$ cat src/common/tracking_params.svh
`ifndef TRACKING_PARAMS_SVH
`define TRACKING_PARAMS_SVH

// Colour classes recognised by the tracker
`define NUM_COLORS 6

// Ranks kept per colour
`define NUM_RANKS 3

`define MAX_HEIGHT 120  // Heights above this count as zero

// Word address of record 0
`define RECORD_BASE 0

`define ADDR_W 18
`define DATA_W 32
`define COUNT_W 16

`endif

$ cat src/common/blob_mem_pkg.sv
`default_nettype none

`include "tracking_params.svh"

package blob_mem_pkg;

	typedef logic [`ADDR_W-1:0] mem_addr_t;
	typedef logic [`DATA_W-1:0] mem_word_t;

	// One request beat toward the word memory
	typedef struct packed {
		mem_addr_t addr;
		logic      write;  // High for a write, no response follows
		mem_word_t wdata;
	} mem_req_t;

	typedef struct packed {
		mem_word_t rdata;
	} mem_rsp_t;

endpackage

`default_nettype wire

$ cat src/common/blob_track_pkg.sv
`default_nettype none

`include "tracking_params.svh"

package blob_track_pkg;

	typedef logic [2:0] color_t;  // Colour index, tag minus one
	typedef logic [15:0] metric_t;
	typedef logic [`COUNT_W-1:0] rec_idx_t;

	// Blob offered to the ranking table
	typedef struct packed {
		color_t   color;
		metric_t  metric;
		rec_idx_t idx;
	} cand_t;

	// One beat of the output stream
	typedef struct packed {
		color_t      color;
		logic [7:0]  x;
		logic [7:0]  y;
		logic [15:0] size;
	} centroid_t;

	typedef struct packed {
		metric_t  metric;  // Zero marks an empty slot
		rec_idx_t idx;
	} rank_slot_t;

	typedef enum logic [2:0] {IDLE, CLEAR, SCAN, FETCH, DONE} phase_t;

endpackage

`default_nettype wire

$ cat src/scan/rank_table.sv
`timescale 1ns/1ns
`default_nettype none

`include "tracking_params.svh"

module rank_table import blob_track_pkg::*; (
	input  wire                        clk,
	input  wire                        rst,
	input  wire                        clear,
	input  wire cand_t                 cand,
	input  wire                        cand_valid,
	output rank_slot_t [`NUM_COLORS-1:0] winners
);

	// Per colour, rank 0 holds the best metric
	rank_slot_t [`NUM_COLORS-1:0][`NUM_RANKS-1:0] slots;
	logic [`NUM_RANKS-1:0] beats;
	rank_slot_t new_slot;

	assign new_slot = '{metric: cand.metric, idx: cand.idx};

	// Strictly greater, so an equal metric keeps the earlier record
	always_comb begin
		for (int r = 0; r < `NUM_RANKS; r++) begin
			beats[r] = cand.metric > slots[cand.color][r].metric;
		end
	end

	always_ff @(posedge clk) begin
		if (rst || clear) begin
			slots <= '0;
		end else if (cand_valid) begin
			if (beats[0]) begin
				slots[cand.color][0] <= new_slot;
			end
			for (int r = 1; r < `NUM_RANKS; r++) begin
				if (beats[r]) begin
					// Shift down below the insertion point
					slots[cand.color][r] <= beats[r-1] ? slots[cand.color][r-1] : new_slot;
				end
			end
		end
	end

	always_comb begin
		for (int c = 0; c < `NUM_COLORS; c++) begin
			winners[c] = slots[c][0];
		end
	end

endmodule

`default_nettype wire

$ cat src/scan/blob_scanner.sv
`timescale 1ns/1ns
`default_nettype none

`include "tracking_params.svh"

module blob_scanner import blob_mem_pkg::*, blob_track_pkg::*; (
	input  wire           clk,
	input  wire           rst,
	input  wire           scan_go,
	input  wire rec_idx_t blob_count,
	input  wire           mode,  // 0 ranks by size, 1 by height
	input  wire metric_t  min_size,
	output mem_req_t      req,
	output logic          req_valid,
	input  wire           req_ready,
	input  wire mem_rsp_t rsp,
	input  wire           rsp_valid,
	output cand_t         cand,
	output logic          cand_valid,
	output logic          scan_done
);

	typedef enum logic [2:0] {
		SC_IDLE, SC_TAG_REQ, SC_TAG_WAIT, SC_SIZE_REQ, SC_SIZE_WAIT
	} scan_state_t;

	scan_state_t state;
	rec_idx_t idx;
	mem_addr_t rec_addr;  // Word 0 of the current record
	color_t color;
	logic rd_pend;
	logic [7:0] tag;
	logic [7:0] height;
	metric_t metric;

	always_comb begin
		tag = rsp.rdata[7:0];
		height = rsp.rdata[23:16];
		if (mode) begin
			metric = (height > 8'(`MAX_HEIGHT)) ? '0 : metric_t'(height);
		end else begin
			metric = rsp.rdata[15:0];
		end
	end

	always_comb begin
		req.addr = (state == SC_SIZE_REQ) ? rec_addr + mem_addr_t'(1) : rec_addr;
		req.write = 1'b0;
		req.wdata = '0;
	end

	assign req_valid = ((state == SC_TAG_REQ) && (idx != blob_count)) ||
		(state == SC_SIZE_REQ);

	always_ff @(posedge clk) begin
		if (rst) begin
			state <= SC_IDLE;
			scan_done <= 1'b0;
			cand_valid <= 1'b0;
		end else begin
			scan_done <= 1'b0;
			cand_valid <= 1'b0;
			case (state)
				SC_IDLE: if (scan_go) begin
					idx <= '0;
					rec_addr <= mem_addr_t'(`RECORD_BASE);
					state <= SC_TAG_REQ;
				end
				SC_TAG_REQ: if (idx == blob_count) begin
					scan_done <= 1'b1;
					state <= SC_IDLE;
				end else if (req_ready) begin
					state <= SC_TAG_WAIT;
				end
				SC_TAG_WAIT: if (rsp_valid) begin
					if (tag == 8'd0 || tag > 8'(`NUM_COLORS)) begin  // Unrecognised, skip
						idx <= idx + rec_idx_t'(1);
						rec_addr <= rec_addr + mem_addr_t'(3);
						state <= SC_TAG_REQ;
					end else begin
						color <= color_t'(tag - 8'd1);
						state <= SC_SIZE_REQ;
					end
				end
				SC_SIZE_REQ: if (req_ready) state <= SC_SIZE_WAIT;
				SC_SIZE_WAIT: if (rsp_valid) begin
					cand_valid <= (metric > min_size);
					cand <= '{color: color, metric: metric, idx: idx};
					idx <= idx + rec_idx_t'(1);
					rec_addr <= rec_addr + mem_addr_t'(3);
					state <= SC_TAG_REQ;
				end
				default: state <= SC_IDLE;
			endcase
		end
	end

	always_ff @(posedge clk) begin
		if (rst) begin
			rd_pend <= 1'b0;
		end else if (req_valid && req_ready) begin
			rd_pend <= 1'b1;
		end else if (rsp_valid) begin
			rd_pend <= 1'b0;
		end
	end

	a_one_read: assert property (@(posedge clk) disable iff (rst)
		(req_valid && req_ready) |-> !rd_pend);

endmodule

`default_nettype wire

$ cat src/tracker_ctrl.sv
`timescale 1ns/1ns
`default_nettype none

module tracker_ctrl import blob_mem_pkg::*, blob_track_pkg::*; (
	input  wire           clk,
	input  wire           rst,
	input  wire           start,
	output logic          done,
	output logic          clear,
	output logic          scan_go,
	input  wire           scan_done,
	output logic          fetch_go,
	input  wire           fetch_done,
	input  wire mem_req_t scan_req,
	input  wire           scan_req_valid,
	output logic          scan_req_ready,
	output mem_rsp_t      scan_rsp,
	output logic          scan_rsp_valid,
	input  wire mem_req_t fetch_req,
	input  wire           fetch_req_valid,
	output logic          fetch_req_ready,
	output mem_rsp_t      fetch_rsp,
	output logic          fetch_rsp_valid,
	output mem_req_t      mem_req,
	output logic          mem_req_valid,
	input  wire           mem_req_ready,
	input  wire mem_rsp_t mem_rsp,
	input  wire           mem_rsp_valid
);

	phase_t state;
	phase_t state_q;  // Phase of the previous cycle

	always_ff @(posedge clk) begin
		if (rst) begin
			state <= IDLE;
			state_q <= IDLE;
			clear <= 1'b0;
			scan_go <= 1'b0;
			fetch_go <= 1'b0;
		end else begin
			state_q <= state;
			// Each pulse fires one cycle after its phase is entered
			clear <= (state == CLEAR) && (state_q != CLEAR);
			scan_go <= (state == SCAN) && (state_q != SCAN);
			fetch_go <= (state == FETCH) && (state_q != FETCH);
			case (state)
				IDLE:    if (start) state <= CLEAR;
				CLEAR:   state <= SCAN;
				SCAN:    if (scan_done) state <= FETCH;
				FETCH:   if (fetch_done) state <= DONE;
				DONE:    if (!start) state <= IDLE;
				default: state <= IDLE;
			endcase
		end
	end

	assign done = (state == DONE);

	// Memory port belongs to the active phase
	assign mem_req = (state == FETCH) ? fetch_req : scan_req;
	assign mem_req_valid = ((state == SCAN) && scan_req_valid) ||
		((state == FETCH) && fetch_req_valid);
	assign scan_req_ready = (state == SCAN) && mem_req_ready;
	assign fetch_req_ready = (state == FETCH) && mem_req_ready;

	assign scan_rsp = mem_rsp;
	assign scan_rsp_valid = (state == SCAN) && mem_rsp_valid;
	assign fetch_rsp = mem_rsp;
	assign fetch_rsp_valid = (state == FETCH) && mem_rsp_valid;

	// Neither block asks for the memory outside a run
	a_quiet_port: assert property (@(posedge clk) disable iff (rst)
		(state == IDLE || state == DONE) |-> !(scan_req_valid || fetch_req_valid));

endmodule

`default_nettype wire

$ cat src/centroid_fetch.sv
`timescale 1ns/1ns
`default_nettype none

`include "tracking_params.svh"

module centroid_fetch import blob_mem_pkg::*, blob_track_pkg::*; (
	input  wire                          clk,
	input  wire                          rst,
	input  wire                          fetch_go,
	input  wire rank_slot_t [`NUM_COLORS-1:0] winners,
	output mem_req_t                     req,
	output logic                         req_valid,
	input  wire                          req_ready,
	input  wire mem_rsp_t                rsp,
	input  wire                          rsp_valid,
	output centroid_t                    cent,
	output logic                         cent_valid,
	input  wire                          cent_ready,
	output logic                         fetch_done
);

	typedef enum logic [2:0] {
		FE_IDLE, FE_SELECT, FE_READ, FE_READ_WAIT, FE_SEND, FE_WRITE
	} fetch_state_t;

	fetch_state_t state;
	color_t color;
	mem_addr_t cent_addr;  // Centroid word of the current winner
	mem_word_t cent_word;

	always_comb begin
		req.addr = cent_addr;
		req.write = (state == FE_WRITE);
		req.wdata = {cent_word[`DATA_W-1:16], 16'h0000};  // Size cleared marks it consumed
	end

	assign req_valid = (state == FE_READ) || (state == FE_WRITE);
	assign cent_valid = (state == FE_SEND);

	always_comb begin
		cent.color = color;
		cent.x = cent_word[31:24];
		cent.y = cent_word[23:16];
		cent.size = cent_word[15:0];
	end

	always_ff @(posedge clk) begin
		if (rst) begin
			state <= FE_IDLE;
			fetch_done <= 1'b0;
		end else begin
			fetch_done <= 1'b0;
			case (state)
				FE_IDLE: if (fetch_go) begin
					color <= '0;
					state <= FE_SELECT;
				end
				FE_SELECT: if (color == color_t'(`NUM_COLORS)) begin
					fetch_done <= 1'b1;
					state <= FE_IDLE;
				end else if (winners[color].metric == '0) begin  // No blob for this colour
					color <= color + color_t'(1);
				end else begin
					cent_addr <= mem_addr_t'(`RECORD_BASE) +
						mem_addr_t'(winners[color].idx) * mem_addr_t'(3) + mem_addr_t'(2);
					state <= FE_READ;
				end
				FE_READ: if (req_ready) state <= FE_READ_WAIT;
				FE_READ_WAIT: if (rsp_valid) begin
					cent_word <= rsp.rdata;
					state <= FE_SEND;
				end
				FE_SEND: if (cent_ready) state <= FE_WRITE;
				FE_WRITE: if (req_ready) begin
					color <= color + color_t'(1);
					state <= FE_SELECT;
				end
				default: state <= FE_IDLE;
			endcase
		end
	end

	a_cent_hold: assert property (@(posedge clk) disable iff (rst)
		(cent_valid && !cent_ready) |=> (cent_valid && $stable(cent)));

endmodule

`default_nettype wire

$ cat src/blob_tracker_top.sv
`timescale 1ns/1ns
`default_nettype none

`include "tracking_params.svh"

module blob_tracker_top import blob_mem_pkg::*, blob_track_pkg::*; (
	input  wire                   clk,
	input  wire                   rst,
	input  wire                   start,
	output logic                  done,
	input  wire rec_idx_t         blob_count,
	input  wire                   mode,
	input  wire metric_t          min_size,
	output mem_req_t              mem_req,
	output logic                  mem_req_valid,
	input  wire                   mem_req_ready,
	input  wire mem_rsp_t         mem_rsp,
	input  wire                   mem_rsp_valid,
	output centroid_t             cent,
	output logic                  cent_valid,
	input  wire                   cent_ready
);

	logic clear;
	logic scan_go;
	logic scan_done;
	logic fetch_go;
	logic fetch_done;
	mem_req_t scan_req;
	logic scan_req_valid;
	logic scan_req_ready;
	mem_rsp_t scan_rsp;
	logic scan_rsp_valid;
	mem_req_t fetch_req;
	logic fetch_req_valid;
	logic fetch_req_ready;
	mem_rsp_t fetch_rsp;
	logic fetch_rsp_valid;
	cand_t cand;
	logic cand_valid;
	rank_slot_t [`NUM_COLORS-1:0] winners;

	tracker_ctrl u_tracker_ctrl (
		.clk(clk),
		.rst(rst),
		.start(start),
		.done(done),
		.clear(clear),
		.scan_go(scan_go),
		.scan_done(scan_done),
		.fetch_go(fetch_go),
		.fetch_done(fetch_done),
		.scan_req(scan_req),
		.scan_req_valid(scan_req_valid),
		.scan_req_ready(scan_req_ready),
		.scan_rsp(scan_rsp),
		.scan_rsp_valid(scan_rsp_valid),
		.fetch_req(fetch_req),
		.fetch_req_valid(fetch_req_valid),
		.fetch_req_ready(fetch_req_ready),
		.fetch_rsp(fetch_rsp),
		.fetch_rsp_valid(fetch_rsp_valid),
		.mem_req(mem_req),
		.mem_req_valid(mem_req_valid),
		.mem_req_ready(mem_req_ready),
		.mem_rsp(mem_rsp),
		.mem_rsp_valid(mem_rsp_valid)
	);

	blob_scanner u_blob_scanner (
		.clk(clk),
		.rst(rst),
		.scan_go(scan_go),
		.blob_count(blob_count),
		.mode(mode),
		.min_size(min_size),
		.req(scan_req),
		.req_valid(scan_req_valid),
		.req_ready(scan_req_ready),
		.rsp(scan_rsp),
		.rsp_valid(scan_rsp_valid),
		.cand(cand),
		.cand_valid(cand_valid),
		.scan_done(scan_done)
	);

	rank_table u_rank_table (
		.clk(clk),
		.rst(rst),
		.clear(clear),
		.cand(cand),
		.cand_valid(cand_valid),
		.winners(winners)
	);

	centroid_fetch u_centroid_fetch (
		.clk(clk),
		.rst(rst),
		.fetch_go(fetch_go),
		.winners(winners),
		.req(fetch_req),
		.req_valid(fetch_req_valid),
		.req_ready(fetch_req_ready),
		.rsp(fetch_rsp),
		.rsp_valid(fetch_rsp_valid),
		.cent(cent),
		.cent_valid(cent_valid),
		.cent_ready(cent_ready),
		.fetch_done(fetch_done)
	);

endmodule

`default_nettype wire

$ cat config.mk
export PLATFORM = sky130hd
export DESIGN_NAME = blob_tracker_top
export DESIGN_NICKNAME = d
export VERILOG_FILES = /design/src/common/blob_mem_pkg.sv /design/src/common/blob_track_pkg.sv /design/src/scan/rank_table.sv /design/src/scan/blob_scanner.sv /design/src/tracker_ctrl.sv /design/src/centroid_fetch.sv /design/src/blob_tracker_top.sv
export VERILOG_INCLUDE_DIRS = /design/src /design/src/common
export SDC_FILE = /design/constraint.sdc
export NUM_CORES = 1
export LEC_CHECK = 0
export BUFFER_PORTS_ARGS = -buffer_cell sky130_fd_sc_hd__buf_2
export CAP_MARGIN = 20
export CORE_MARGIN = 2
export CORE_UTILIZATION = 35
export DETAILED_ROUTE_END_ITERATION = 8
export GPL_TIMING_DRIVEN = 0
export RECOVER_POWER = 100
export SLEW_MARGIN = 20
export SYNTH_ARGS = -nofsm -noshare
export SYNTH_HDL_FRONTEND = slang
export SYNTH_SLANG_ARGS = --single-unit
$ cat constraint.sdc
create_clock -name clk -period 4.6 [get_ports clk]
set_input_delay 0.92 -clock clk [delete_from_list [all_inputs] [get_ports clk]]
set_output_delay 0.92 -clock clk [all_outputs]
set_load 0.05 [all_outputs]
==> reports/results.tsv, run 1 <==
stage	metric	value	unit
setup_path	Startpoint Class	flop	
floorplan	IO Pins	160	
sta	clk_skew	20.7	ps
clocking	TritonCTS clock tree	yes	
clocking	Skew-Pair Late Insertion Delay	540	ps
logic_synthesis	Ys Warns	0	
grt	initial antenna violation count	1	
logic_synthesis	sequential share of the synthesized area	46.6	%
setup_path	r2r setup slk	300	ps
grt	GR Overflow Total	0	
floorplan	row cnt	80	
sta	Max Clk Rate	0.232	GHz
clocking	Worst-path clk slew	60	ps
logic_synthesis	syn_area_per_cell	10.2	sq um
finish	commonest non-fill, non-tap cell in the layout	nand2_1	
logic_synthesis	Compound-Gate Fraction of Synth Area	6.67	%
sta	fin crit share	93.5	%
sta	min cycle time layout	4300	ps
grt	first-pass GRT wire length	71700	um
place	I/O Buffers	143	
setup_path	Critical Path AT	4760	ps
logic_synthesis	#FFs+latches synth	335	
setup_path	Worst Path Max Fanout	10	
route	Pre-antenna DRT Iters	7	
route	DRT iter0 DRCs	932	
sta	unrepaired setup endpoints after global routing	no	
route	routed len/inst	18.3	um
grt	largest net degree at the start of global routing	24	
job	Max Cap Viol	0	
setup_path	Worst Setup SP	u_blob_scanner.cand[34]	
floorplan	die area	0.0506	sq mm
sta	Slew @ Worst Pin	1440	ps
route	residual DRC count	0	
route	routed vias/inst	5.15	
setup_path	endpoint of the most critical register-to-register path	u_rank_table.winners[135]	
logic_synthesis	Mapped Area	0.0171	sq mm
setup_path	WP buf/inv	4	
finish	Diodes inserted	0	
logic_synthesis	Post-synth EDFFs	125	
setup_path	CP delay by family, top	buffers and inverters	
power_and_ir_drop	PD cells	371	mW/mm^2
finish	final core occ	40.9	%
clocking	H-tree depth	2	
setup_path	end of the critical path	u_rank_table.winners[135]	
power_and_ir_drop	leakage	8.68	nW
floorplan	Die Width	225	um
clocking	CTS buffer count	37	
route	Post-DRT Antenna Nets	0	
route	Via Count	13000	
clocking	CTS Root Cell	clkbuf_16	
place	HPWL Detailed	34800	um
finish	layout cells sized above 1	10.2	%
run_status	outcome	finished, final reports clean	
logic_synthesis	adder-cell share of the synthesized area	5.18	%
grt	vias in the first global route	12900	
logic_synthesis	Distinct cells, synth	61	
route	total wire length	46300	um
setup_path	crit path cell chain	clkbuf_1 -> clkbuf_1 -> mux2i_1 -> o21ai_0 -> o21ai_0 -> ha_1 -> a21o_1 -> a21o_1 -> a211o_1 -> o211ai_1 -> and4b_4 -> nand2b_1 -> buf_2 -> clkbuf_2 -> mux2i_1	
setup_path	Worst EP required	5060	ps
logic_synthesis	Post-Synthesis Cells	1679	
place	Placer Congestion	0.903	
finish	most frequent cells in the layout	nand2_1, mux2i_1, dfxtp_1, clkbuf_1, edfxtp_1	
worst_hold_path	Hold WC Path Type	reg -> reg	
sta	final hold vios	0	
power_and_ir_drop	total power	0.00728	W
sta	Final setup viols	0	
setup_path	R2R cell count	15	
logic_synthesis	post-synthesis mux area share	16.4	%
logic_synthesis	XOR/XNOR Fraction of Synth Area	3.64	%
logic_synthesis	largest family of logic cells by synthesized area	multiplexers	
setup_path	slowest cell delay on critical path	640	ps
power_and_ir_drop	worst vdd ir	0.000257	V
setup_path	slowest stage cell, crit path	clkbuf_1	
worst_hold_path	worst hold stages	0	
clocking	Clock Sinks	335	
setup_path	nature of the critical path endpoint	flop	
clocking	Max clock buf depth	3	
logic_synthesis	Async SR Flop Fraction	0	%
finish	Area Growth Syn to Fin	14.8	%
setup_path	WS Path Type	reg -> reg	
setup_path	Crit. path cell count	15	
floorplan	Initial Util	35.6	%
floorplan	core area	0.0479	sq mm
logic_synthesis	Synth Flop Type	dfxtp_1	
sta	Rel. slew slack	3.77	%
finish	nets	2026	
sta	Max Slew Vio Count	0	
floorplan	height of the die	225	um
setup_path	R2R Path Start	u_blob_scanner.cand[34]	
grt	Total GRT Usage	18.0	%
logic_synthesis	post-synthesis simple-gate area fraction	15.5	%
[routing by layer]
layer / track usage, % / part of all wire [%]
met1: 24.1 / 45
met2: 29.6 / 47
met3: 3.19 / 5.2
met4: 5.68 / 2.6
met5: 0 / 0.037
[cell families (layout without fill, tap and decap cells)]
group / after synthesis / count (layout)
and+or+nand+nor: 580 / 580
DFF: 335 / 335
muxes: 260 / 260
AOI/OAI and AO/OA: 187 / 187
buffers and inverters: 175 / 395
xor gates and xnor gates: 71 / 71
adders and majority gates: 70 / 70
other: 1 / 16
[state kept, by name, indices dropped and copies added, names as in the netlist, 16 cells and up]
| register | count |
|---|---|
| u_rank_table.winners | 192 |
| u_blob_scanner.cand | 35 |
| u_centroid_fetch.cent_word | 32 |
| u_blob_scanner.rec_addr | 18 |
| u_centroid_fetch.cent_addr | 18 |
| u_blob_scanner.idx | 16 |
[stage by stage]
step / hold WS [ps] / worst slack [ps] / setup TNS [ps] / area (sq um) / instances
after floorplan: 400 / 185 / 0 / 17100 / 1694
after global placement: 405 / -1060 / -75600 / 18600 / 2452
after detailed placement: 412 / -903 / -4510 / 18700 / 2461
after CTS: 422 / 28.0 / 0 / 20000 / 2530
after global routing: 439 / 25.0 / 0 / 19600 / 2529
final: 422 / 298 / 0 / 19600 / 2529
[cell usage after synthesis (all sizes together), types with 6 or more instances]
library cell / count / area share [%]
and4: 6 / 0.31
and2: 17 / 0.62
mux4: 16 / 2.1
o211ai: 18 / 0.79
nand4: 20 / 0.77
o21a: 8 / 0.35
a21oi: 31 / 0.91
buf: 65 / 3.5
and3: 13 / 0.48
or3: 6 / 0.22
ha: 69 / 5.1
dfxtp: 210 / 25
o21ai: 85 / 2.5
xnor2: 24 / 1.2
nand3: 17 / 0.50
nor3: 17 / 0.50
a21o: 15 / 0.66
nand2b: 12 / 0.44
inv: 47 / 1.0
nor4: 29 / 1.1
clkbuf: 62 / 1.4
nor2b: 19 / 0.70
edfxtp: 125 / 22
nand2: 323 / 7.1
nor2: 78 / 1.7
mux2i: 243 / 14
xor2: 47 / 2.4
[repair_timing]
item                                    4_1_cts  5_1_grt
resized for setup                             7       14
gates cloned                                  0        0
setup buffers                                 1        0
hold buffers                                  0        0
endpoints found under the setup margin       10       81
[worst min path at each step]
stage	startpoint	to	slack [ps]
after floorplan	u_blob_scanner.color[0]	u_blob_scanner.cand[32]	400
after detailed placement	u_blob_scanner.color[2]	u_blob_scanner.cand[34]	410
after global routing	u_blob_scanner.color[2]	u_blob_scanner.cand[34]	440
final	u_blob_scanner.color[2]	u_blob_scanner.cand[34]	420
after global placement	u_blob_scanner.color[0]	u_blob_scanner.cand[32]	410
after CTS	u_blob_scanner.color[2]	u_blob_scanner.cand[34]	420
[area by class of cell]
class | count | area (sq um)
Clock buffer | 55 | 1100
Inverter | 48 | 180
Buffer | 126 | 688
Sequential cell | 335 | 7960
Clock inverter | 13 | 118
Multi-Input combinational cell | 1184 | 8160
Timing Repair Buffer | 153 | 631
Tap cell | 615 | 769
Fill cell | 4689 | 28300
[where the power goes]
part           leakage, nW  total (W)  internal, W  switching (W)
clock network        0.606    0.00298      0.00177        0.00121
registers             2.82    0.00333      0.00321       0.000117
logic                 5.25   0.000965     0.000276       0.000688
total                 8.68    0.00728      0.00526        0.00202
Power figures use the tool's default switching activity.
==> run 2, diff against run 1 <==
--- a/config.mk
+++ b/config.mk
@@ -6,11 +6,11 @@
 export SDC_FILE = /design/constraint.sdc
 export NUM_CORES = 1
 export LEC_CHECK = 0
-export BUFFER_PORTS_ARGS = -buffer_cell sky130_fd_sc_hd__buf_2
 export CAP_MARGIN = 20
 export CORE_MARGIN = 2
 export CORE_UTILIZATION = 35
 export DETAILED_ROUTE_END_ITERATION = 8
+export DONT_BUFFER_PORTS = 1
 export GPL_TIMING_DRIVEN = 0
 export RECOVER_POWER = 100
 export SLEW_MARGIN = 20
==> reports/results.tsv, run 2 (synthesized netlist as in run 1, its figures left out) <==
stage	metric	value	unit	change
grt	largest net degree at the start of global routing	30		+25%
floorplan	row cnt	80		unchanged
setup_path	CP delay by family, top	compound AO/OA/AOI/OAI gates		
finish	commonest non-fill, non-tap cell in the layout	nand2_1		
setup_path	Startpoint Class	flop		
floorplan	Initial Util	35.6	%	unchanged
floorplan	height of the die	225	um	unchanged
route	routed len/inst	19.4	um	+6.0%
run_status	violated checks	capacitance limit, slew limit		
setup_path	Worst Path Max Fanout	6		-4
sta	final hold vios	0		unchanged
route	Post-DRT Antenna Nets	0		unchanged
grt	first-pass GRT wire length	71200	um	-0.72%
sta	fin worst setup slack	207	ps	-91.5 ps
sta	Final setup viols	0		unchanged
grt	initial antenna violation count	1		unchanged
setup_path	nature of the critical path endpoint	flop		
route	residual DRC count	0		unchanged
setup_path	endpoint of the most critical register-to-register path	u_centroid_fetch.cent_addr[17]		
run_status	outcome	complete, but fails checks		
clocking	CTS hold repair buffers	0		unchanged
grt	vias in the first global route	12400		-3.5%
place	DP Cell Count	2318		-5.8%
job	Max Cap Viol	7		+7
sta	Slew @ Worst Pin	1720	ps	+279 ps
finish	Area Growth Syn to Fin	12.6	%	
sta	Hold WS	415	ps	-7.62 ps
place	Placer Congestion	0.893		-1.2%
finish	layout cells sized above 1	8.57	%	-1.6 points
setup_path	R2R cell count	14		-1
finish	nets	1889		-6.8%
route	total wire length	46400	um	+0.15%
clocking	Clock Sinks	335		unchanged
sta	Max Clk Rate	0.228	GHz	-2.1%
finish	max FFs per register	192		unchanged
sta	min cycle time layout	4390	ps	+91.5 ps
sta	Max Slew Vio Count	36		+36
clocking	Worst-path clk slew	60	ps	about the same
setup_path	Worst EP required	4880	ps	-180 ps
clocking	TritonCTS clock tree	yes		
worst_hold_path	Hold WC Path Type	reg -> reg		
grt	Total GRT Usage	18.0	%	-0.041 points
setup_path	WS Path Type	reg -> reg		
power_and_ir_drop	PD cells	374	mW/mm^2	+0.80%
route	Via Count	12600		-3.3%
place	I/O Buffers	0		-100%
setup_path	WP buf/inv	2		-2
setup_path	R2R Path Start	u_centroid_fetch.color[0]		
setup_path	end of the critical path	u_centroid_fetch.cent_addr[17]		
route	Pre-antenna DRT Iters	5		-2
sta	Rel. slew slack	-14.9	%	-19 points
sta	clk_skew	23.5	ps	+2.75 ps
sta	fin crit share	95.5	%	+2.0 points
clocking	CTS Root Cell	clkbuf_16		
place	Post-Place Setup Slack	-1210	ps	-305 ps
power_and_ir_drop	leakage	8.42	nW	-2.9%
clocking	CTS buffer count	36		-2.7%
floorplan	Die Width	225	um	unchanged
route	DRT iter0 DRCs	894		-4.1%
route	routed vias/inst	5.27		+2.3%
setup_path	r2r setup slk	210	ps	-90 ps
grt	GR Overflow Total	0		unchanged
finish	# fillers	4589		-2.1%
setup_path	Critical Path AT	4670	ps	-90 ps
setup_path	Crit. path cell count	14		-1
clocking	H-tree depth	2		unchanged
setup_path	crit path cell chain	buf_12 -> buf_4 -> mux4_2 -> nand2_1 -> o21ai_1 -> ha_1 -> ha_1 -> a211oi_2 -> nor2_1 -> o21ai_2 -> a221oi_2 -> a211o_1 -> a2111oi_2 -> nor2_1		
clocking	Max clock buf depth	3		unchanged
setup_path	slowest cell delay on critical path	960	ps	+320 ps
floorplan	die area	0.0506	sq mm	unchanged
setup_path	slowest stage cell, crit path	edfxtp_1		
clocking	Skew-Pair Late Insertion Delay	540	ps	about the same
floorplan	core area	0.0479	sq mm	unchanged
setup_path	Worst Setup SP	u_centroid_fetch.color[0]		
place	HPWL Detailed	34200	um	-1.6%
finish	most frequent cells in the layout	nand2_1, mux2i_1, dfxtp_1, edfxtp_1, clkbuf_1		
finish	final std cells w/o fill	2390		-5.5%
floorplan	IO Pins	160		unchanged
power_and_ir_drop	worst vdd ir	0.000268	V	+4.3%
## run 2: cell types whose count changed in the layout (fill, tap and decap cells not counted), sizes merged
cell	before	now
buf	99	54
clkinv	10	8
clkinvlp	0	1
clkbuf	235	140
inv	49	50
diode	0	1
## run 2: power breakdown
part / switching (W) / leakage, nW / internal (W)
clock: 0.00121 / 0.589 / 0.00172
combinational: 0.000654 / 5.02 / 0.000255
sequential: 0.000134 / 2.82 / 0.00322
total: 0.00200 / 8.42 / 0.00520
## run 2: worst register-to-register path: cells and delay by family (launching register included)
kind,cells,cell delay (ps)
AO/OA/AOI/OAI,6,1370
adder cells (fa/ha/maj),2,670
buffers and inverters,2,370
flip-flops,1,960
multiplexers,1,510
AND/OR/NAND/NOR,3,280
## run 2: through the flow
step,instance area [sq um],util (%),TNS (ps),power [W]
5_1_grt,19200,40.1,-47.8,0.00744
6_report,19200,40.1,0,0.00720
3_3_place_gp,17900,37.3,-76950,0.00427
2_1_floorplan,17100,-,0,0.00403
4_1_cts,19300,40.2,0,0.00726
3_5_place_dp,18000,37.6,-8620,0.00431
## run 2: cell type report
| cell class | count | area [sq um] | area share (%) |
|---|---|---|---|
| flip-flops and latches | 335 | 7960 | 41.4 |
| inverters | 48 | 184 | 0.957 |
| clock buffers | 51 | 1060 | 5.52 |
| multi-input cells | 1184 | 8220 | 42.8 |
| clock inverters | 13 | 118 | 0.612 |
| plain buffers | 127 | 828 | 4.31 |
| well taps | 615 | 769 | 4.00 |
| repair buffers | 16 | 82.6 | 0.430 |
| diodes | 1 | 2.50 | 0.0130 |
## run 2: worst min-delay path by stage
stage          cells past startpoint               startpoint                       to
6_report                           0  u_blob_scanner.color[2]  u_blob_scanner.cand[34]
3_5_place_dp                       0  u_blob_scanner.color[2]  u_blob_scanner.cand[34]
5_1_grt                            0  u_blob_scanner.color[0]  u_blob_scanner.cand[32]
4_1_cts                            0  u_blob_scanner.color[2]  u_blob_scanner.cand[34]
2_1_floorplan                      0  u_blob_scanner.color[0]  u_blob_scanner.cand[32]
3_3_place_gp                       0  u_blob_scanner.color[0]  u_blob_scanner.cand[32]
## run 2: per-layer routing
layer	routed length [um]	share of wire (%)	track usage, %	up-vias
met3	2460	5.3	2.86	82
met1	20400	44	23.7	6152
met2	22100	48	29.9	361
met4	1420	3.1	6.30	0
li1	-	-	-	5994
met5	0	0	0	-
## run 2: what timing repair did
action                                  in CTS  in global routing
cloned                                       0                  0
gates resized for setup                     24                 20
endpoints found under the setup margin      12                 96
setup buffers                                5                  2
pin swaps                                    1                  6
==> run 3, diff against run 2 <==
--- a/config.mk
+++ b/config.mk
@@ -13,7 +13,7 @@
 export DONT_BUFFER_PORTS = 1
 export GPL_TIMING_DRIVEN = 0
 export RECOVER_POWER = 100
-export SLEW_MARGIN = 20
+export SLEW_MARGIN = 15
 export SYNTH_ARGS = -nofsm -noshare
 export SYNTH_HDL_FRONTEND = slang
 export SYNTH_SLANG_ARGS = --single-unit
==> constraint.sdc (replaced) <==
create_clock -name clk -period 5.2 [get_ports clk]
set_input_delay 1.04 -clock clk [delete_from_list [all_inputs] [get_ports clk]]
set_output_delay 1.04 -clock clk [all_outputs]
set_load 0.05 [all_outputs]
==> reports/results.tsv, run 3 (synthesized netlist as in run 1, its figures left out) <==
stage	metric	value	unit	change
run_status	outcome	complete, but fails checks		
run_status	violated checks	capacitance limit, slew limit		
floorplan	height of the die	225	um	unchanged
finish	nets	1881		-0.42%
finish	Final Cell Area	0.0188	sq mm	-2.0%
finish	layout cells sized above 1	6.52	%	-2.0 points
finish	Multi-input gate area	0.00815	sq mm	-0.85%
route	total wire length	45700	um	-1.6%
clocking	CTS hold repair buffers	0		unchanged
route	Pre-antenna DRT Iters	5		unchanged
place	HPWL Detailed	34200	um	-0.19%
sta	clk_skew	14.1	ps	-9.36 ps
setup_path	Critical Path AT	5230	ps	+560 ps
grt	first-pass GRT wire length	71000	um	-0.32%
route	residual DRC count	0		unchanged
route	Via Count	12500		-0.68%
clocking	Worst-path clk slew	60	ps	about the same
setup_path	r2r setup slk	230	ps	+20 ps
place	Area after DPL	0.0180	sq mm	about the same
route	DRT iter0 DRCs	848		-5.1%
floorplan	core area	0.0479	sq mm	unchanged
setup_path	R2R Path Start	u_centroid_fetch.color[0]		
grt	GR Overflow Total	0		unchanged
sta	min cycle time layout	4970	ps	+580 ps
floorplan	Initial Util	35.6	%	unchanged
finish	max FFs per register	192		unchanged
job	Max Cap Viol	20		+13
grt	initial antenna violation count	0		-1
sta	Max Clk Rate	0.201	GHz	-12%
grt	vias in the first global route	12400		-0.0081%
setup_path	nature of the critical path endpoint	flop		
setup_path	Startpoint Class	flop		
sta	Rel. slew slack	-16.1	%	-1.2 points
floorplan	Die Width	225	um	unchanged
finish	most frequent cells in the layout	nand2_1, mux2i_1, dfxtp_1, edfxtp_1, clkbuf_1		
sta	Final setup viols	0		unchanged
power_and_ir_drop	total power	0.00636	W	-12%
clocking	H-tree depth	2		unchanged
setup_path	WS Path Type	reg -> reg		
grt	largest net degree at the start of global routing	30		unchanged
worst_hold_path	Hold WC Path Type	reg -> reg		
setup_path	end of the critical path	u_centroid_fetch.cent_addr[17]		
sta	unrepaired setup endpoints after global routing	no		
clocking	Clock Sinks	335		unchanged
power_and_ir_drop	worst vdd ir	0.000244	V	-8.9%
setup_path	Worst Path Max Fanout	10		+4
sta	Slew @ Worst Pin	1740	ps	+18.1 ps
finish	commonest non-fill, non-tap cell in the layout	nand2_1		
setup_path	Worst EP required	5460	ps	+580 ps
finish	Area Growth Syn to Fin	10.4	%	
floorplan	die area	0.0506	sq mm	unchanged
sta	fin crit share	95.7	%	+0.14 points
place	I/O Buffers	0		unchanged
place	Placer Congestion	0.893		unchanged
setup_path	Worst Setup SP	u_centroid_fetch.color[0]		
floorplan	IO Pins	160		unchanged
clocking	Max clock buf depth	3		unchanged
finish	Diodes inserted	0		-1
route	routed len/inst	19.2	um	-1.1%
clocking	CTS buffer count	36		unchanged
clocking	TritonCTS clock tree	yes		
sta	final hold vios	0		unchanged
finish	# fillers	4646		+1.2%
clocking	CTS Root Cell	clkbuf_16		
clocking	Skew-Pair Late Insertion Delay	530	ps	about the same
clocking	Post-CTS Setup Inserts	0		-5
setup_path	endpoint of the most critical register-to-register path	u_centroid_fetch.cent_addr[17]		
grt	Total GRT Usage	17.9	%	-0.14 points
power_and_ir_drop	leakage	8.25	nW	-2.1%
finish	Sequential Area	0.00796	sq mm	unchanged
sta	Max Slew Vio Count	56		+56%
route	Post-DRT Antenna Nets	0		unchanged
setup_path	R2R cell count	14		unchanged
route	routed vias/inst	5.26		-0.17%
floorplan	row cnt	80		unchanged
power_and_ir_drop	PD cells	337	mW/mm^2	-9.9%
## run 3: cell types whose count changed in the layout (fill, tap and decap cells not counted), moves of 5 or more
cell / change
o21ai_0: +17
o21ai_1: -15
buf_6: -5
clkbuf_1: +7
buf_2: -6
buf_12: -13
clkbuf_2: +14
buf_4: -6
## run 3: how the worst min path moves through the flow
stage                             from                       to  slack (ps)  cells past startpoint
2_1_floorplan  u_blob_scanner.color[0]  u_blob_scanner.cand[32]         400                      0
3_3_place_gp   u_blob_scanner.color[0]  u_blob_scanner.cand[32]         400                      0
3_5_place_dp   u_blob_scanner.color[2]  u_blob_scanner.cand[34]         400                      0
4_1_cts        u_blob_scanner.color[2]  u_blob_scanner.cand[34]         410                      0
5_1_grt        u_blob_scanner.color[0]  u_blob_scanner.cand[32]         420                      0
6_report       u_blob_scanner.color[2]  u_blob_scanner.cand[34]         420                      0
## run 3: repair_timing
| item | 4_1_cts | 5_1_grt |
|---|---|---|
| resized for setup | 6 | 5 |
| endpoints found under the hold margin | 0 | 0 |
| setup endpoints to repair | 6 | 2 |
| cloned | 0 | 0 |
## run 3: layer usage
metal | part of all wire, % | routed length, um | global-route usage [%] | vias up
li1 | - | - | - | 5962
met3 | 4.7 | 2130 | 2.59 | 65
met1 | 45 | 20800 | 23.9 | 6147
met4 | 2.3 | 1040 | 5.26 | 0
met2 | 48 | 21700 | 30.0 | 330
met5 | 0 | 0 | 0 | -
## run 3: power by group
part	switching [W]	internal, W	total (W)
sequential	0.000118	0.00284	0.00296
combinational	0.000572	0.000215	0.000786
clock	0.00104	0.00157	0.00261
total	0.00173	0.00463	0.00636
## run 3: through the flow
step / setup WS, ps / util, % / hold WS [ps] / TNS, ps / instances
CTS: 33.2 / 40.0 / 415 / 0 / 2378
finish: 226 / 39.3 / 415 / 0 / 2378
global route: 9.26 / 39.3 / 420 / 0 / 2378
detailed placement: -632 / 37.5 / 405 / -2420 / 2317
global placement: -558 / 37.3 / 404 / -26950 / 2309
floorplan: 785 / - / 400 / 0 / 1694
## run 3: final cells by class
class,instances,area share (%)
plain buffers,127,3.09
clock buffers,50,5.44
clock inverters,11,0.803
inverters,48,0.956
multi-input cells,1184,43.2
flip-flops and latches,335,42.2
well taps,615,4.08
repair buffers,8,0.159
## run 3: critical path: stages (launching register included)
cell and delay, ps:
edfxtp_1 960, buf_8 280, clkbuf_4 300, buf_4 280, mux2i_1 100, o21ai_0 360
ha_1 340, ha_1 310, a211oi_1 240, nor2_1 90, o21ai_0 340, a221oi_1 240
a211o_1 350, a2111oi_0 410, nor2_1 100
